[src/hw/mlpPkg.sv]
package mlpPkg;

	// vector and layer dimensions.
	localparam int DataWidth = 16;
	localparam int NumFeatures = 8;
	localparam int NumHidden = 6;
	localparam int NumClasses = 4;
	localparam int ClassWidth = 2;

	// layer selectors, each node uses one to find its rows in the tables below.
	localparam int HiddenLayer = 0;
	localparam int OutputLayer = 1;

	// one activation, weight or bias in two's complement.
	typedef logic [DataWidth-1:0] data_t;

	typedef logic [ClassWidth-1:0] classIdx_t;

	// network input, element 0 in the low bits.
	typedef struct packed {
		data_t [NumFeatures-1:0] elem;
	} featureVec_t;

	// hidden layer activations after relu.
	typedef struct packed {
		data_t [NumHidden-1:0] elem;
	} hiddenVec_t;

	// output layer scores, never negative after relu.
	typedef struct packed {
		data_t [NumClasses-1:0] elem;
	} scoreVec_t;

	// hidden layer weights, one row per node and one column per feature.
	localparam data_t hiddenWeights [NumHidden][NumFeatures] = '{
		'{
			12, -7, 3, 25,
			-18, 9, -4, 11
		},
		'{
			-5, 14, 21, -9,
			6, -13, 17, 2
		},
		'{
			8, 8, -16, 4,
			19, -2, -11, 23
		},
		'{
			-22, 5, 10, 15,
			-3, 27, 6, -8
		},
		'{
			3, -19, 7, -6,
			12, 4, 26, -14
		},
		'{
			16, 11, -8, -12,
			-7, 13, 9, 5
		}
	};

	// hidden layer biases, one per node.
	localparam data_t hiddenBias [NumHidden] = '{
		10,
		-25,
		4,
		-12,
		30,
		-6
	};

	// output layer weights, one row per class and one column per hidden node.
	localparam data_t outputWeights [NumClasses][NumHidden] = '{
		'{
			9, -4, 13, 6,
			-11, 7
		},
		'{
			-6, 15, 3, -10,
			8, 12
		},
		'{
			14, 2, -9, 11,
			5, -13
		},
		'{
			-3, -8, 10, 16,
			4, 1
		}
	};

	// output layer biases, one per class.
	localparam data_t outputBias [NumClasses] = '{
		-20,
		-15,
		-18,
		-9
	};

endpackage

[src/hw/neuronNode.sv]
`timescale 1ns/1ps

module neuronNode
	import mlpPkg::*;
#(
	parameter type inVec_t = featureVec_t,
	parameter int Layer = HiddenLayer,
	parameter int NodeIdx = 0
)
(
	input logic clk,
	input logic reset,
	input inVec_t activations,
	output data_t result
);

	// input count comes from the payload width.
	localparam int NumIn = $bits(inVec_t) / DataWidth;

	data_t [NumIn-1:0] weights;
	data_t bias;
	data_t [NumIn-1:0] actReg;
	data_t [NumIn-1:0] products;
	data_t sumNext;
	data_t sumReg;

	// pick this node's row from the table of its layer.
	if (Layer == HiddenLayer)
	begin : gHiddenRow
		for (genvar i = 0; i < NumIn; i++)
		begin : gWeight
			assign weights[i] = hiddenWeights[NodeIdx][i];
		end
		assign bias = hiddenBias[NodeIdx];
	end
	else
	begin : gOutputRow
		for (genvar i = 0; i < NumIn; i++)
		begin : gWeight
			assign weights[i] = outputWeights[NodeIdx][i];
		end
		assign bias = outputBias[NodeIdx];
	end

	// only the low half of each product is kept.
	always_comb
	begin
		for (int i = 0; i < NumIn; i++)
		begin
			products[i] = actReg[i] * weights[i];
		end
	end

	// accumulate with 16-bit wraparound, starting from the bias.
	always_comb
	begin
		sumNext = bias;
		for (int i = 0; i < NumIn; i++)
		begin
			sumNext = sumNext + products[i];
		end
	end

	always_ff @(posedge clk)
	begin
		if (reset)
		begin
			actReg <= '0;
			sumReg <= '0;
		end
		else
		begin
			actReg <= activations;
			sumReg <= sumNext;
		end
	end

	// relu stage.
	always_ff @(posedge clk)
	begin
		if (reset)
		begin
			result <= '0;
		end
		else if (sumReg[DataWidth-1])
		begin
			result <= '0;
		end
		else
		begin
			result <= sumReg;
		end
	end

endmodule

[src/hw/denseLayer.sv]
`timescale 1ns/1ps

module denseLayer
	import mlpPkg::*;
#(
	parameter type inVec_t = featureVec_t,
	parameter type outVec_t = hiddenVec_t,
	parameter int Layer = HiddenLayer
)
(
	input logic clk,
	input logic reset,
	input inVec_t activations,
	output outVec_t results
);

	// one node per element of the output vector.
	localparam int NumOut = $bits(outVec_t) / DataWidth;

	data_t [NumOut-1:0] nodeResults;

	for (genvar n = 0; n < NumOut; n++)
	begin : gNode
		neuronNode #(
			.inVec_t(inVec_t),
			.Layer(Layer),
			.NodeIdx(n)
		) i_neuronNode (
			.clk(clk),
			.reset(reset),
			.activations(activations),
			.result(nodeResults[n])
		);
	end

	// node n lands in element n.
	assign results = nodeResults;

endmodule

[config.mk]
export PLATFORM = sky130hd
export DESIGN_NAME = denseLayer
export DESIGN_NICKNAME = d
export VERILOG_FILES = /design/src/hw/mlpPkg.sv /design/src/hw/neuronNode.sv /design/src/hw/denseLayer.sv
export SDC_FILE = /design/constraint.sdc
export NUM_CORES = 2
export LEC_CHECK = 0
export BUFFER_PORTS_ARGS = -buffer_cell sky130_fd_sc_hd__buf_2
export CAP_MARGIN = 20
export CORE_UTILIZATION = 28
export DETAILED_ROUTE_END_ITERATION = 8
export PLACE_DENSITY_LB_ADDON = 0.2
export SLEW_MARGIN = 15
export SYNTH_ARGS = -nofsm -noshare
export SYNTH_HDL_FRONTEND = slang
export SYNTH_HIERARCHICAL = 1
export SYNTH_SLANG_ARGS = --single-unit
[constraint.sdc]
create_clock -name clk -period 29 [get_ports clk]
set_clock_uncertainty 0.1 [all_clocks]
set_input_delay 4.35 -clock clk [delete_from_list [all_inputs] [get_ports clk]]
set_output_delay 4.35 -clock clk [all_outputs]
set_load 0.01 [all_outputs]
# Word-level counts from Yosys, hierarchy flattened
# Cells that the tools add are included.
word_totals:
  regBits: 320
  input_bits: 130
  output_inout_bits: 96
  wordCells: 122
classes:
  n_addsub: 48
  multipliers: 42
  n_reduce_logical: 6
op_table:
  columns: ["operator", "count"]
  rows:
  - ["$add A16 B16 Y16", 42]
  - ["$mul A16 B4 Y16 const B", 9]
  - ["$mul A16 B5 Y16 const B", 9]
  - ["$mul A16 B15 Y15 const B", 5]
  - ["$mul A16 B3 Y16 const B", 4]
  - ["$add A16 B16 Y16 const A", 3]
  - ["$mul A16 B13 Y13 const B", 2]
  - ["$mul A16 B14 Y14 const B", 2]
  - ["$mul A16 B2 Y14 const B", 2]
  - ["$mul A16 B2 Y15 const B", 2]
  - ["$mul A16 B2 Y16 const B", 2]
  - ["$mul A16 B3 Y15 const B", 2]
  - ["$add A3 B16 Y16 const A", 1]
  - ["$add A4 B16 Y16 const A", 1]
  - ["$add A5 B16 Y16 const A", 1]
  - ["$mul A16 B12 Y12 const B", 1]
  - ["$mul A16 B4 Y15 const B", 1]
  - ["$mul A16 B6 Y16 const B", 1]
  - ["$reduce_or A2 Y1", 6]

# Depth between registers and ports, before layout
depth:
  depth_word: 9
  mapped_depth: 39

# Cells and area by module
# Netlist, hierarchy kept.
modules_own_cells:
  columns: ["module", "instances", "cells_each", "area_per_inst_um2", "seq_area_each_um2"]
  rows:
  - ["neuronNode (gNode[3].i_neuronNode)", 1, 1386, 14771.7, 3062.9]
  - ["neuronNode (gNode[0].i_neuronNode)", 1, 1368, 14546.5, 3083.0]
  - ["neuronNode (gNode[4].i_neuronNode)", 1, 1384, 14476.4, 3042.9]
  - ["neuronNode (gNode[5].i_neuronNode)", 1, 1294, 13610.6, 3002.9]
  - ["neuronNode (gNode[2].i_neuronNode)", 1, 1216, 12904.9, 2922.8]
  - ["neuronNode (gNode[1].i_neuronNode)", 1, 1226, 12849.8, 3123.0]

# Worst setup path after synthesis
# OpenSTA, ideal clock, no wires.
synth_path:
  path_kind: "reg2reg"
  from: "reg gNode[0].i_neuronNode/actReg[72] in the netlist's numbering"
  to: "reg gNode[0].i_neuronNode.sumReg[15]"
  t_arrival_ns: 9.772
  required_time_ns: 28.835
  slack_ns: 19.063
  path_stages_with_launch: 37
  path_buffers: 0
  cell_sequence: "dfxtp_1 inv_1 fa_1 inv_1 fa_1 inv_1 fa_1 fa_1 inv_1 fa_1 inv_1 fa_1 inv_1 ha_1 a21oi_1 o21bai_1 a21oi_1 xnor2_1 fa_1 inv_1 fa_1 inv_1 fa_1 inv_1 fa_1 fa_1 fa_1 fa_1 xor2_1 xnor2_1 xnor2_1 xnor2_1 xnor3_1 xnor2_1 xnor2_1 xnor3_1 nor2_1"
synth_via:
  elab_chain_cells: 5
synth_lines:
  columns: ["element", "line_no", "text"]
  rows:
  - ["start, declared", "neuronNode.sv:22", "data_t [NumIn-1:0] actReg;"]
  - ["start signal, assigned", "neuronNode.sv:73", "actReg <= activations;"]
  - ["$mul A16 B15 Y15", "neuronNode.sv:50", "products[i] = actReg[i] * weights[i];"]
  - ["$add A16 B16 Y16 (4 in a row)", "neuronNode.sv:60", "sumNext = sumNext + products[i];"]
  - ["end signal, assigned", "neuronNode.sv:74", "sumReg <= sumNext;"]
  - ["end, declared", "neuronNode.sv:25", "data_t sumReg;"]
# Every way passes these cells.
# A chain may end at the register's enable or synchronous reset.

# Worst setup path in the final report
# Ends and elaborated chain as after synthesis.

==> metrics.txt <==
Synth area leader fa_1; slowest CP cell fa_1; RSZ-0062 raised after global routing no; Final ANT Viol Nets 0; CP required 29600 ps; Initial DRT Pass Iterations 5; status completed; Setup crit end kind register; crit path time final ~10000 ps; Detailed Route WL roughly 270000 µm; Initial Util between 20% and 30%; number of enable flip-flop cells after synthesis 0; gpl congestion roughly 0.86; vias per inst 4.069; worst reg2reg startpoint gNode[0].i_neuronNode/actReg[72]; Synth cell types 69; Slew headroom 27.39%; first-pass GRT wire length ~390000 µm; Tot GR Track Use between 10% and 20%; CTS H-tree depth 3; max incr delay on CP ~550 ps; cts repair resizes 0; sequential area share after synthesis between 20% and 30%; warnings from Yosys 6; Syn Inst Count ~7900; Area Growth Syn to Fin 12.50%; Final Instance Count excl. Fillers 12310; WHS Endpoint gNode[1].i_neuronNode/result[9]; mapped cell area between 80000 and 90000 µm²; HP Class register to register; CP arrival between 10000 and 15000 ps; Synthesized Nets 10440; R2R depth 36; Async SR Flop Fraction 0%; I/O pin cnt 226; Hold Vio Cnt, Final 0; Final nets 10680; number of CTS-inserted buffers 113; vias in the first global route approximately 55000; CTS root buf clkbuf_16; Synth Area per Inst 10.56 µm²; Detail Placement HPWL between 200000 and 250000 µm; initial antenna violation count around 110; pre-CTS setup slack between 15000 and 20000 ps; critical path type register to register; Clock Tree Buf Depth 3; top cells by area, synth fa_1 (35%), dfxtp_1 (22%), ha_1 (15%), inv_1 (10%), nor2b_1 (5.9%); Main synth FF type dfxtp_1; worst r2r dst gNode[0].i_neuronNode/sumReg[15]; largest net degree at the start of global routing 185; Clock transition at path regs about 60 ps; dpl cells approximately 12000; number of cell rows approximately 200; Finish-stage setup viols 0; min-delay src gNode[1].i_neuronNode/sumReg[9]; CP startpoint kind register; measured slew at the worst slew-check pin 1089 ps; DRT iter0 DRCs around 2700; drt drc 0; Hold Buf Count CTS 0; fmax between 90 and 100 MHz; insertion delay to the later sink of the worst-skew pair just under 800 ps; DR WL/cell about 22 µm; Worst Path Max Fanout 5; max_cap viols 0; hold path depth 1; Hold Slack around 320 ps; Slew Limit Fails 0; Setup Buffers After CTS 0; GRT Residual Overflow 0; IO Port Bufs 219; fill cell count about 30000; Top cell by count, worst path fa_1; share of layout cells above drive strength 1 5.466%; full die area 299200 µm²; CTS Sinks between 900 and 1000; core area between 200000 and 300000 µm²; Yosys top cell area share about a third; crit share post-route a little over a third; via count around 50000; setup_tns 0 ps; Reg2Reg Setup Slack about 19000 ps; TritonCTS clock tree built; final setup margin between 15000 and 20000 ps; #FFs+latches synth between 900 and 1000; die height around 550 µm; die width around 550 µm
==> cell families (layout without fill, tap and decap cells) <==
| logic type | after synthesis | after routing | synth area share (%) |
|---|---|---|---|
| AOI/OAI and AO/OA | 394 | 394 | 3.006 |
| xor gates and xnor gates | 569 | 569 | 6.261 |
| adders and majority gates | 2437 | 2437 | 49.71 |
| buffers and inverters | 2371 | 2712 | 10.76 |
| DFF | 911 | 911 | 21.93 |
| muxes | 6 | 6 | 0.08124 |
| other | 6 | 184 | 0.02708 |
| and+or+nand+nor | 1180 | 1180 | 8.227 |
==> sequential cells by signal (all words and copies together) (netlist names) <==
signal,flops
gNode.i_neuronNode/result,90
gNode.i_neuronNode/actReg,725
gNode.i_neuronNode/sumReg,96
==> area by class of cell <==
class	instances	area, µm²	area share, %
timing repair buffer	230	1220	1.304
clock inverter	68	1055	1.127
sequential	911	18240	19.49
antenna	178	445.4	0.4761
inverter	2268	8513	9.100
clock buffer	146	3203	3.424
multi-input combinational	4592	55980	59.83
tap	3919	4903	5.241
==> critical path, delay by kind of cell, from the launching register on <==
family	cells	cell delay, ps
AOI/OAI and AO/OA	3	480
buffers and inverters	9	520
DFF	1	440
adders and majority gates	14	6900
xor gates and xnor gates	9	1880
and+or+nand+nor	1	100
==> layout by cell type, fill, tap and decap left out, types with 24 or more instances in the layout <==
cell,synthesis,layout
clkbuf_8,0,24
and2_1,94,94
ha_1,992,992
fa_1,1445,1445
o21bai_1,43,43
dfxtp_1,911,911
clkbuf_16,0,114
nand2_1,41,41
nor3_1,39,39
xor2_1,104,104
xnor2_1,447,447
a21o_1,56,56
o21ai_0,50,50
nor2_1,157,157
inv_1,2267,2267
nor2b_1,780,780
diode_2,0,178
buf_2,0,218
a21oi_1,136,136
==> cell usage after synthesis (7+ instances only) <==
cell type and count:
o21bai_1 43, inv_1 2267, clkbuf_1 91, a31oi_1 10, and2_1 94, dfxtp_1 911
ha_1 992, xor2_1 104, xnor2_1 447, o21ai_1 22, and3_1 8, fa_1 1445
nand3_1 15, nand2_1 41, a21oi_1 136, o21a_1 16, nor2_1 157, xnor3_1 14
nand2b_1 20, or3_1 7, nor3_1 39, a21o_1 56, o41ai_1 7, o21ai_0 50
nor2b_1 780, a211oi_1 7, a21boi_0 9
==> per-stage QoR <==
stage	utilization (%)	cell area, µm²
6_report	31.76	93550
5_1_grt	31.69	93350
4_1_cts	31.61	93100
3_5_place_dp	30.16	88840
3_3_place_gp	30.16	88840
2_1_floorplan	-	83160
==> worst max-delay path by stage <==
stage | start | end | depth (start not counted)
2_1_floorplan | gNode[0].i_neuronNode/actReg[72] | gNode[0].i_neuronNode/sumReg[15] | 36
3_3_place_gp | gNode[0].i_neuronNode/actReg[72] | gNode[0].i_neuronNode/sumReg[15] | 36
6_report | gNode[0].i_neuronNode/actReg[72] | gNode[0].i_neuronNode/sumReg[15] | 36
4_1_cts | gNode[0].i_neuronNode/actReg[72] | gNode[0].i_neuronNode/sumReg[15] | 36
3_5_place_dp | gNode[0].i_neuronNode/actReg[72] | gNode[0].i_neuronNode/sumReg[15] | 36
5_1_grt | gNode[0].i_neuronNode/actReg[72] | gNode[0].i_neuronNode/sumReg[15] | 36
==> routing by layer <==
| metal | vias up | share of wire [%] | track usage [%] |
|---|---|---|---|
| li1 | 23790 | - | - |
| met1 | 24960 | 42 | 22.92 |
| met2 | 1061 | 49 | 30.65 |
| met3 | 277 | 5.4 | 3.107 |
| met4 | 8 | 3.7 | 8.639 |
| met5 | - | 0.020 | 0 |
Power is left out: the tool's default activity adds up to more than one toggle a clock period on the data nets, which glitch-free logic cannot reach.
