===== src/hw/mlpPkg.sv =====
package mlpPkg;

	// vector and layer dimensions.
	localparam int DataWidth = 16;
	localparam int NumFeatures = 8;
	localparam int NumHidden = 6;
	localparam int NumClasses = 4;
	localparam int ClassWidth = 2;

	// layer selectors, each node uses one to find its rows in the tables below.
	localparam int HiddenLayer = 0;
	localparam int OutputLayer = 1;

	// one activation, weight or bias in two's complement.
	typedef logic [DataWidth-1:0] data_t;

	typedef logic [ClassWidth-1:0] classIdx_t;

	// network input, element 0 in the low bits.
	typedef struct packed {
		data_t [NumFeatures-1:0] elem;
	} featureVec_t;

	// hidden layer activations after relu.
	typedef struct packed {
		data_t [NumHidden-1:0] elem;
	} hiddenVec_t;

	// output layer scores, never negative after relu.
	typedef struct packed {
		data_t [NumClasses-1:0] elem;
	} scoreVec_t;

	// hidden layer weights, one row per node and one column per feature.
	localparam data_t hiddenWeights [NumHidden][NumFeatures] = '{
		'{
			12, -7, 3, 25,
			-18, 9, -4, 11
		},
		'{
			-5, 14, 21, -9,
			6, -13, 17, 2
		},
		'{
			8, 8, -16, 4,
			19, -2, -11, 23
		},
		'{
			-22, 5, 10, 15,
			-3, 27, 6, -8
		},
		'{
			3, -19, 7, -6,
			12, 4, 26, -14
		},
		'{
			16, 11, -8, -12,
			-7, 13, 9, 5
		}
	};

	// hidden layer biases, one per node.
	localparam data_t hiddenBias [NumHidden] = '{
		10,
		-25,
		4,
		-12,
		30,
		-6
	};

	// output layer weights, one row per class and one column per hidden node.
	localparam data_t outputWeights [NumClasses][NumHidden] = '{
		'{
			9, -4, 13, 6,
			-11, 7
		},
		'{
			-6, 15, 3, -10,
			8, 12
		},
		'{
			14, 2, -9, 11,
			5, -13
		},
		'{
			-3, -8, 10, 16,
			4, 1
		}
	};

	// output layer biases, one per class.
	localparam data_t outputBias [NumClasses] = '{
		-20,
		-15,
		-18,
		-9
	};

endpackage


===== src/hw/argmaxUnit.sv =====
`timescale 1ns/1ps

module argmaxUnit
	import mlpPkg::*;
(
	input logic clk,
	input logic reset,
	input scoreVec_t scores,
	output classIdx_t classIdx,
	output data_t maxScore
);

	data_t bestScore;
	classIdx_t bestIdx;

	// scores are non-negative here, so an unsigned compare is enough.
	always_comb
	begin
		bestScore = scores.elem[0];
		bestIdx = '0;
		for (int c = 1; c < NumClasses; c++)
		begin
			// strict greater keeps the lower index on a tie.
			if (scores.elem[c] > bestScore)
			begin
				bestScore = scores.elem[c];
				bestIdx = classIdx_t'(c);
			end
		end
	end

	always_ff @(posedge clk)
	begin
		if (reset)
		begin
			classIdx <= '0;
			maxScore <= '0;
		end
		else
		begin
			classIdx <= bestIdx;
			maxScore <= bestScore;
		end
	end

endmodule


===== config.mk =====
export PLATFORM = sky130hd
export DESIGN_NAME = argmaxUnit
export DESIGN_NICKNAME = d
export VERILOG_FILES = /design/src/hw/mlpPkg.sv /design/src/hw/argmaxUnit.sv
export SDC_FILE = /design/constraint.sdc
export NUM_CORES = 1
export LEC_CHECK = 0
export BUFFER_PORTS_ARGS = -buffer_cell sky130_fd_sc_hd__buf_2
export CAP_MARGIN = 20
export CORE_UTILIZATION = 46
export DETAILED_ROUTE_END_ITERATION = 8
export HOLD_SLACK_MARGIN = 0.08
export PLACE_DENSITY = 0.74
export SLEW_MARGIN = 0
export SYNTH_ARGS = -nofsm -noshare
export SYNTH_HDL_FRONTEND = slang
export SYNTH_SLANG_ARGS = --single-unit

===== constraint.sdc =====
create_clock -name clk -period 8.4 [get_ports clk]
set_input_delay 1.26 -clock clk [delete_from_list [all_inputs] [get_ports clk]]
set_output_delay 1.26 -clock clk [all_outputs]
set_load 0.005 [all_outputs]

Yosys cells after proc, flatten, opt, wreduce, memory -nomap -nowiden:

Cells that the tools add are included.

* bits in registers: 18
* word-level logic and storage cells: 11

* order comparisons: 3
* multiplexer cells: 6

Operator list (number)
* $gt A16 B16 Y1: 3
* $mux W16: 3
* $mux W2: 2
* $mux W1: 1

Longest topological paths before layout:

Gate-level depths: netlist of run 1.

* word-level depth: 6
* gate-level depth with buffers: 27
* mapped depth without buffers: 21

Worst setup path after synthesis of run 1:

No wires, ideal clock.

* path type: input to register
* start point: input port scores[15] (netlist name)
* end point: register maxScore[2]
* arrival time: 6.604 ns
* slack: 1.735 ns
* cell stages on the path: 25
* path buffers: 5
* cell sequence: inv_1 > ha_1 > nand4_2 > or4_1 > buf_2 > a21oi_2 > buf_2 > o211ai_1 > and3_1 > ha_1 > nand4_1 > a2111oi_0 > o31ai_1 > clkbuf_1 > or2_2 > nand2_1 > ha_1 > a21oi_1 > o21ai_0 > a22o_1 > o31ai_1 > nor2b_1 > buf_1 > clkbuf_1 > a32o_1

* cells in the longest elaborated chain, start to end: 6

Ends and longest elaborated chain
* start: declaration: line argmaxUnit.sv:8 `input scoreVec_t scores,`
* $gt A16 B16 Y1: line argmaxUnit.sv:24 `if (scores.elem[c] > bestScore)`
* $mux W16 (*): line argmaxUnit.sv:24
* $gt A16 B16 Y1: line argmaxUnit.sv:24
* $mux W16 (*): line argmaxUnit.sv:24
* $gt A16 B16 Y1: line argmaxUnit.sv:24
* $mux W16 (*): line argmaxUnit.sv:24
* end signal: assignment: line argmaxUnit.sv:42 `maxScore <= bestScore;`
* end: declaration: line argmaxUnit.sv:10 `output data_t maxScore`

Every way passes the cells marked *; elsewhere a longest branch is shown, timed or not.
A chain may end at the register's enable or synchronous reset.

Final worst setup path of run 1:

* start point: input port scores[15] (netlist name)
* end point: register maxScore[5]

The elaborated chain is that of the path after synthesis.

==> results.py, run 1 <==
metrics = {
    "placed_design": {
        "place_congestion": 0.8816,
        "dp_hpwl_mm": 6.198,
        "portBuffers": 83,
        "post-place-ws_ns": 0.5321,
        "dp.cells": 471,
    },
    "min_path": {
        "hold_path_depth": 2,
        "hold_path.class": "in -> reg",
        "min_from": "reset",
    },
    "clock_tree": {
        "htreeDepth": 1,
        "cts_tree": "done",
        "path_clk_slew_ns": 0.07,
        "clock-sinks": 18,
        "clockRootBuffer": "clkbuf_8",
        "post_cts_buffers": 0,
        "ctsHoldBuffers": 0,
        "cts_buffers": 3,
        "clk_path_buf_depth": 2,
        "ctsResizeCount": 0,
    },
    "worst_setup_path": {
        "worstSetupStartpointType": "input port",
        "cp_max_fo": 30,
        "cp_cell_sequence": "buf_2, inv_1, ha_1, nand4_2, or4_1, or2_1, a31oi_1, and3_1, ha_1, nand4_1, a2111oi_0, o31ai_2, buf_4, or2_2, nand2_1, ha_1, a21o_1, a21oi_1, o31ai_1, o31ai_1, nor2b_1, buf_4, a32o_1",
        "max_stage_delay_ns": 0.66,
        "path_class": "in -> reg",
        "crit_top_cell": "ha_1",
        "cp.depth": 23,
        "crit_start": "scores[15]",
        "cp.required_ns": 8.59,
        "crit_end": "maxScore[5]",
        "cp-end-kind": "register",
        "slowest_stage": "a2111oi_0",
        "cp.arrival_ns": 7.43,
        "worstPathBufferInverterCount": 4,
        "critPathTopFamily": "compound AO/OA/AOI/OAI gates",
    },
    "power_and_ir_drop": {
        "vdd_drop_max_mv": 0.08015,
        "p_leak_nw": 1.469,
        "power_density_mw_per_mm2": 146.0,
        "power.total_w": 0.0004479,
    },
    "sta": {
        "slew_violations": 0,
        "fmax_ghz": 0.1383,
        "worst_pin_slew_ns": 0.8747,
        "period_minus_slack_ns": 7.231,
        "period_share_pct": 86.08,
        "hold_violations": 0,
        "setup-tns-final_ns": 0,
        "rsz0062_at_grt": "false",
        "relSlewSlack_pct": 41.69,
        "fin_ws_ns": 1.169,
        "setup_violations": 0,
    },
    "cells_and_area": {
        "area_growth_pct": 20.02,
        "insertedDiodeCount": 0,
        "drive_gt1_share_pct": 28.08,
        "final_nets": 521,
        "layoutNonFillerInstCount": 476,
    },
    "drt": {
        "finalWirelength_mm": 7.484,
        "post_drt_wl_per_cell_microns": 15.72,
        "drc": 0,
        "drt_pass1_iterations": 4,
        "via_count": 2913,
        "drt-initial-drc-count": 157,
        "detail-route-antenna-nets": 0,
        "routed_via_density": 6.120,
    },
    "grt": {
        "grt_pass1_vias": 2657,
        "overflow": 0,
        "grt_max_degree": 31,
        "antenna_found_initial": 0,
        "grt_pass1_wl_mm": 12.05,
        "grt_use_total_pct": 24.90,
    },
    "logic_synthesis": {
        "ys_seq_elements": 18,
        "ys_types": 39,
        "synth_edf_count": 0,
        "yosysWarnings": 0,
        "ys.flop_type": "dfxtp_1",
        "synth_area_sq_mm": 0.002556,
        "avgSynthCellArea_sq_um": 7.676,
        "syn_inst": 333,
        "syn_nets": 447,
        "async_flop_share_pct": 0,
        "yosysSeqAreaShare_pct": 14.10,
    },
    "floorplan": {
        "die_h_microns": 76.55,
        "std_cell_rows": 26,
        "start_util_pct": 48.81,
        "die_w_microns": 76.55,
        "coreArea_sq_mm": 0.005238,
        "ios": 84,
        "dieArea_sq_mm": 0.005859,
    },
    "status": {
        "outcome": "finished clean",
    },
    "flow_run": {
        "maxCapViolCount": 0,
    },
}
==> worst min-delay path by stage <==
stage / end
final: classIdx[1]
after global routing: classIdx[1]
after CTS: classIdx[1]
after detailed placement: classIdx[1]
after global placement: classIdx[1]
after floorplan: classIdx[0]
==> stage by stage <==
step / util, % / area, sq um / hold WS (ns)
2_1_floorplan: - / 2556 / 1.329
3_3_place_gp: 57.38 / 3005 / 1.491
3_5_place_dp: 57.38 / 3005 / 1.492
4_1_cts: 58.43 / 3060 / 1.216
5_1_grt: 58.58 / 3068 / 1.225
6_report: 58.58 / 3068 / 1.231
==> Yosys cell counts (all sizes together) (2+ instances only) <==
library cell	number	area share, %
a21o	3	0.88
a21oi	20	4.1
a22o	2	0.69
a31oi	17	4.2
a32o	15	5.9
and3	16	3.9
and4	2	0.69
buf	10	2.6
clkbuf	12	1.8
dfxtp	18	14
ha	48	23
inv	20	2.9
nand2	24	3.5
nand3	7	1.4
nand4	40	10
nor2	4	0.59
nor2b	4	0.98
nor3	17	3.3
nor4	2	0.49
o211ai	19	5.6
o21ai	3	0.59
o31ai	3	0.88
or2	16	3.9
==> registers in the layout (all words and copies together) (netlist names) <==
register	cells
maxScore	16
classIdx	2
==> final cells by class <==
type	count	area, sq um
fill	495	2170
clock buffer	4	55.05
tap	70	87.58
timing repair buffer	91	475.5
inverter	20	75.07
multi-input combinational	273	2014
sequential	18	360.3
==> logic make-up (layout without fill, tap and decap cells) <==
family / count (synthesis) / after routing / share of synthesized area, %
AND/OR/NAND/NOR: 134 / 134 / 29.37
AO/OA/AOI/OAI: 91 / 91 / 25.75
buffers and inverters: 42 / 115 / 7.293
flip-flops: 18 / 18 / 14.10
adder cells (fa/ha/maj): 48 / 48 / 23.50
==> report_power, final <==
| group | switching [W] | total [W] | internal, W |
|---|---|---|---|
| Clock | 0.0000293 | 0.0000709 | 0.0000417 |
| Sequential | 0.00000500 | 0.000114 | 0.000109 |
| Combinational | 0.000143 | 0.000263 | 0.000120 |
| Total | 0.000177 | 0.000448 | 0.000271 |
==> placed cells by master, fill, tap and decap left out, drive strengths merged, types with 4 or more instances in the layout <==
master / Yosys / routed
nor2b: 4 / 4
o211ai: 19 / 19
a31oi: 17 / 17
nand4: 40 / 40
nor3: 17 / 17
clkbuf: 12 / 4
buf: 10 / 91
or2: 16 / 16
ha: 48 / 48
nor2: 4 / 4
dfxtp: 18 / 18
nand2: 24 / 24
inv: 20 / 20
and3: 16 / 16
a32o: 15 / 15
nand3: 7 / 7
a21oi: 20 / 20
==> layer usage <==
metal / vias to the layer above / wire length [microns] / global-route usage (%)
li1: 1462 / - / -
met1: 1314 / 3456 / 33.91
met2: 123 / 3450 / 41.35
met3: 14 / 455 / 1.557
met4: 0 / 121 / 8.462
met5: - / 0 / 0
Note: power is estimated with default switching activity, not from simulation.
==> run 2, diff against run 1 <==
- PLACE_DENSITY: 0.74 -> default
- PLACE_DENSITY_LB_ADDON: default -> 0.3
==> run 2 against run 1 <==
Cell area shrank 0.73%. Wire length shrank 4.2%. Critical path depth shrank 1. Sequential share of layout area grew 0.087 points. Fmax shrank 5.2%. Clock power shrank 3.2%. Clock-buffer cell count is the same. First-iteration DRC count grew 15%. Die area is the same. Sequential cell count is the same. Worst hold slack lost 0.020 ns. Non-clock buffer count shrank 3. Critical path type unchanged. Critical endpoint is now maxScore[0]. Largest cell class unchanged. Highest routed layer unchanged.
==> results.py, run 2 (synthesis gave the netlist of run 1 again) <==
metrics = {
    "drt": {
        "drt_pass1_iterations": 5,
        "routed_via_density": 6.258,
        "post_drt_wl_per_cell_microns": 15.15,
        "via_count": 2960,
        "drc": 0,
        "detail-route-antenna-nets": 0,
        "finalWirelength_mm": 7.166,
        "drt-initial-drc-count": 181,
    },
    "cells_and_area": {
        "top_register": "maxScore",
        "utilization_pct": 58.15,
        "layoutNonFillerInstCount": 473,
        "largestRegisters": "maxScore x16, classIdx x2",
        "multi_input_area_sq_mm": 0.002014,
        "final_common_cell": "buf_2",
        "drive_gt1_share_pct": 27.54,
        "num-fill-cells": 504,
        "insertedDiodeCount": 0,
        "area_growth_pct": 19.14,
        "largest_reg_flops": 16,
        "final_nets": 518,
        "final_cell_mix": "buf_2 (83), ha_1 (48), nand4_1 (39)",
        "regArea_sq_um": 360.3,
    },
    "clock_tree": {
        "ctsHoldBuffers": 0,
        "cts_buffers": 3,
        "clk_path_buf_depth": 2,
        "post_cts_buffers": 0,
        "cts_tree": "done",
        "clock-sinks": 18,
        "path_clk_slew_ns": 0.07,
        "htreeDepth": 1,
        "ctsResizeCount": 0,
        "clockRootBuffer": "clkbuf_8",
    },
    "placed_design": {
        "post-place-ws_ns": 0.6605,
        "place_congestion": 0.9014,
        "dp.cells": 469,
        "portBuffers": 83,
        "dp_hpwl_mm": 5.929,
    },
    "power_and_ir_drop": {
        "p_clk_share_pct": 15.5,
        "sequentialPowerShare_pct": 25.6,
        "power_density_mw_per_mm2": 145.1,
        "p_sw_share_pct": 39.19,
        "p_leak_nw": 1.455,
        "vdd_drop_max_mv": 0.1221,
        "power.total_w": 0.0004419,
        "pwr-share-comb_pct": 58.9,
        "internal_power_w": 0.0002687,
        "switchingPower_w": 0.0001732,
    },
    "grt": {
        "overflow": 0,
        "grt_use_total_pct": 23.80,
        "grt_pass1_wl_mm": 11.52,
        "grt_pass1_vias": 2503,
        "grt_max_degree": 34,
        "antenna_found_initial": 0,
    },
    "floorplan": {
        "dieArea_sq_mm": 0.005859,
        "std_cell_rows": 26,
        "ios": 84,
        "die_w_microns": 76.55,
        "die_h_microns": 76.55,
        "start_util_pct": 48.81,
        "coreArea_sq_mm": 0.005238,
    },
    "sta": {
        "period_minus_slack_ns": 7.626,
        "worst_pin_slew_ns": 1.037,
        "fin_ws_ns": 0.7745,
        "setup_violations": 0,
        "rsz0062_at_grt": "false",
        "fmax_ghz": 0.1311,
        "relSlewSlack_pct": 30.63,
        "setup-tns-final_ns": 0,
        "hold_violations": 0,
        "period_share_pct": 90.78,
        "slew_violations": 0,
    },
    "flow_run": {
        "maxCapViolCount": 0,
    },
    "status": {
        "outcome": "finished clean",
    },
    "worst_setup_path": {
        "cp.arrival_ns": 7.83,
        "worstSetupStartpointType": "input port",
        "cp-end-kind": "register",
        "path_class": "in -> reg",
        "cp.required_ns": 8.60,
        "cp_max_fo": 33,
    },
    "min_path": {
        "hold_path.class": "in -> reg",
    },
}
-- run 2: layout make-up --
| type | instances | area share, % |
|---|---|---|
| multi-input cells | 273 | 66.15 |
| repair buffers | 88 | 14.87 |
| flip-flops and latches | 18 | 11.83 |
| well taps | 70 | 2.876 |
| inverters | 20 | 2.465 |
| clock buffers | 4 | 1.808 |
-- run 2: stage by stage --
stage          instance area, sq um  hold WS, ns
2_1_floorplan                  2556        1.329
3_3_place_gp                   2990        1.471
3_5_place_dp                   2990        1.468
4_1_cts                        3045        1.207
5_1_grt                        3045        1.216
6_report                       3045        1.211
-- run 2: metal layers --
layer  vias to the layer above  track usage (%)  wire (microns)
met2                       154            37.84            3169
met4                         0            5.769              91
met1                      1335            34.55            3368
met3                        10            1.557             537
li1                       1461                -               -
met5                         -                0               0
-- run 2: power groups by stage --
stage          Combinational, W  Sequential, W  Clock (W)
4_1_cts                0.000258       0.000113  0.0000696
5_1_grt                0.000290       0.000115  0.0000730
2_1_floorplan          0.000164       0.000120          0
6_report               0.000260       0.000113  0.0000686
3_3_place_gp           0.000251       0.000115          0
3_5_place_dp           0.000256       0.000115          0
-- run 2: critical path: stages --
cell       delay [ns]
buf_2            0.09
inv_1            0.05
ha_1             0.32
nand4_2          0.16
or4_1            0.70
or2_1            0.65
a31oi_1          0.36
and3_1           0.19
ha_1             0.16
nand4_1          0.21
a2111oi_0        0.73
o31ai_2          0.18
buf_4            0.24
nand4_1          0.12
nand2_1          0.08
ha_1             0.29
nand3_1          0.15
nor4_1           0.45
a21boi_1         0.22
o31ai_1          0.13
nor2_1           0.80
a22o_1           0.26
-- run 2: final timing paths --
path	start	end	slack (ns)	cells past startpoint
setup / recovery	scores[15]	maxScore[0]	0.77	22
hold / removal	reset	classIdx[0]	1.21	2
==> run 3, diff against run 2 <==
- ABC_AREA: default -> 1
- REMOVE_ABC_BUFFERS: default -> 1
==> run 3 against run 2 <==
Sequential power is essentially flat. Sequential share of layout area fell by 0.85 points. Fmax is 35% higher. Clock-buffer cell count unchanged. Non-clock buffer count down 5. Via count down 7.9%. Highest routed layer unchanged. Worst setup slack improved by 2.0 ns. Sequential cell count stayed put. Worst hold slack improved by 0.012 ns. Critical path type unchanged. Cell count is 20% higher. Power is 9.6% higher.
==> results.py, run 3 <==
metrics = {
    "status": {
        "outcome": "finished clean",
    },
    "floorplan": {
        "die_w_microns": 79.95,
        "ios": 84,
        "die_h_microns": 79.95,
        "dieArea_sq_mm": 0.006392,
        "coreArea_sq_mm": 0.005886,
        "start_util_pct": 47.49,
        "std_cell_rows": 28,
    },
    "drt": {
        "drt-initial-drc-count": 77,
        "routed_via_density": 4.799,
        "via_count": 2726,
        "post_drt_wl_per_cell_microns": 10.80,
        "drc": 0,
        "detail-route-antenna-nets": 0,
        "finalWirelength_mm": 6.133,
        "drt_pass1_iterations": 4,
    },
    "worst_setup_path": {
        "max_stage_delay_ns": 0.35,
        "crit_end": "maxScore[0]",
        "worstSetupStartpointType": "input port",
        "cp.arrival_ns": 5.80,
        "cp.required_ns": 8.55,
        "crit_top_cell": "nand2_1",
        "slowest_stage": "nor4_4",
        "cp-end-kind": "register",
        "path_class": "in -> reg",
        "crit_start": "scores[11]",
        "cp_max_fo": 19,
    },
    "logic_synthesis": {
        "ys.flop_type": "dfxtp_1",
        "yosysWarnings": 0,
        "synth_top_family_by_area": "simple AND/OR/NAND/NOR gates",
        "synth-xor-area-share_pct": 0,
        "yosysTopAreaCell": "ha_1",
        "yosys-top-cells-count": "nand2_1 (106), inv_1 (78), ha_1 (48)",
        "syn_inst": 415,
        "async_flop_share_pct": 0,
        "synthTopCellsByArea": "ha_1 (21%), nand2_1 (14%), dfxtp_1 (13%)",
        "yosysSeqAreaShare_pct": 12.89,
        "synthAdderAreaFrac_pct": 21.49,
        "synth_compound_gate_area_share_pct": 5.953,
        "synth_edf_count": 0,
        "synth.mux.area_fraction_pct": 0,
        "avgSynthCellArea_sq_um": 6.735,
        "synth-simple-area-share_pct": 46.15,
        "ys_seq_elements": 18,
        "synth_top_area_share_pct": 21.49,
        "synth.most_common_cell": "nand2_1",
        "synth_area_sq_mm": 0.002795,
        "ys_types": 30,
    },
    "sta": {
        "fmax_ghz": 0.1768,
        "period_share_pct": 67.32,
        "period_minus_slack_ns": 5.655,
        "rsz0062_at_grt": "false",
        "slew_violations": 0,
        "worst_pin_slew_ns": 0.4269,
        "hold_violations": 0,
        "setup_violations": 0,
        "setup-tns-final_ns": 0,
        "whs_ns": 1.223,
        "relSlewSlack_pct": 71.51,
    },
    "cells_and_area": {
        "final_nets": 608,
        "largest_reg_flops": 16,
        "largestRegisters": "maxScore x16, classIdx x2",
        "regArea_sq_um": 360.3,
        "drive_gt1_share_pct": 25.96,
        "stdcell_area_sq_mm": 0.003281,
        "num-fill-cells": 602,
        "final_common_cell": "nand2_1",
        "insertedDiodeCount": 0,
        "multi_input_area_sq_mm": 0.002057,
        "area_growth_pct": 17.37,
        "final_cell_mix": "nand2_1 (106), buf_2 (83), inv_1 (78)",
        "top_register": "maxScore",
        "utilization_pct": 55.74,
    },
    "clock_tree": {
        "path_clk_slew_ns": 0.06,
        "htreeDepth": 1,
        "ctsResizeCount": 0,
        "ctsHoldBuffers": 0,
        "cts_tree": "done",
        "clock-sinks": 18,
        "cts_buffers": 3,
        "post_cts_buffers": 0,
        "clk_path_buf_depth": 2,
        "clockRootBuffer": "clkbuf_8",
    },
    "power_and_ir_drop": {
        "sequentialPowerShare_pct": 22.9,
        "switchingPower_w": 0.0002125,
        "power_density_mw_per_mm2": 147.6,
        "p_clk_share_pct": 13.8,
        "internal_power_w": 0.0002718,
        "pwr-share-comb_pct": 63.4,
        "p_leak_nw": 2.074,
        "p_sw_share_pct": 43.88,
        "vdd_drop_max_mv": 0.1012,
    },
    "grt": {
        "grt_pass1_wl_mm": 10.10,
        "antenna_found_initial": 0,
        "grt_use_total_pct": 19.71,
        "grt_max_degree": 20,
        "grt_pass1_vias": 2384,
        "overflow": 0,
    },
    "placed_design": {
        "portBuffers": 83,
        "placed_cell_area_sq_mm": 0.003226,
        "place_congestion": 0.8034,
        "dp_hpwl_mm": 5.586,
    },
    "min_path": {
        "hold_path.class": "in -> reg",
    },
    "flow_run": {
        "maxCapViolCount": 0,
    },
}
[run 3: changes by cell type after synthesis, sizes merged, moves of 11 or more]
cell and delta:
and2 +15, a31oi -17, nand4 -36, a32o -15, o211ai -19, nand2 +101
or2 -16, nand3b +15, clkbuf -11, nor3 -15, and3 -16, inv +59
nand3 +47
[run 3: power groups by stage]
stage               logic (W)  registers (W)  clock network, W
floorplan            0.000216       0.000117                 0
global placement     0.000298       0.000112                 0
detailed placement   0.000307       0.000113                 0
CTS                  0.000308       0.000111         0.0000682
global route         0.000354       0.000113         0.0000714
finish               0.000307       0.000111         0.0000667
[run 3: logic make-up (layout without fill, tap and decap cells)]
kind of cell | Yosys count | in the layout
DFF | 18 | 18
buffers and inverters | 88 | 166
AOI/OAI and AO/OA | 31 | 31
and+or+nand+nor | 230 | 230
adders and majority gates | 48 | 48
[run 3: worst min-delay path by stage]
stage               cells past startpoint  slack, ns  start          end
floorplan                               1       1.33  reset  classIdx[0]
global placement                        2       1.49  reset  classIdx[0]
detailed placement                      2       1.48  reset  classIdx[1]
CTS                                     2       1.22  reset  classIdx[1]
global route                            2       1.23  reset  classIdx[0]
finish                                  2       1.22  reset  classIdx[1]
[run 3: final cells by class]
| class | count | share of cell area [%] |
|---|---|---|
| multi-input cells | 309 | 62.70 |
| repair buffers | 83 | 12.66 |
| flip-flops and latches | 18 | 10.98 |
| inverters | 79 | 9.115 |
| well taps | 75 | 2.860 |
| clock buffers | 4 | 1.678 |
[run 3: metal layers]
metal | GRT usage, % | share of wire, % | vias to the layer above
met5 | 0 | 0 | -
li1 | - | - | 1477
met1 | 25.22 | 49 | 1189
met3 | 0.9143 | 3.0 | 7
met2 | 36.07 | 47 | 53
met4 | 4.286 | 0.99 | 0
[run 3: worst max-delay path: cells and delay by family]
family	cells	cell delay (ns)
AO/OA/AOI/OAI	1	0.15
adder cells (fa/ha/maj)	3	0.92
buffers and inverters	4	0.37
AND/OR/NAND/NOR	22	3.09
[run 3: metrics by stage]
stage / setup WS, ns / cells / total power (W)
6_report: 2.745 / 568 / 0.0004844
5_1_grt: 2.296 / 568 / 0.0005382
4_1_cts: 2.738 / 568 / 0.0004876
3_5_place_dp: 2.488 / 564 / 0.0004205
3_3_place_gp: 2.614 / 564 / 0.0004108
2_1_floorplan: 3.171 / 406 / 0.0003334
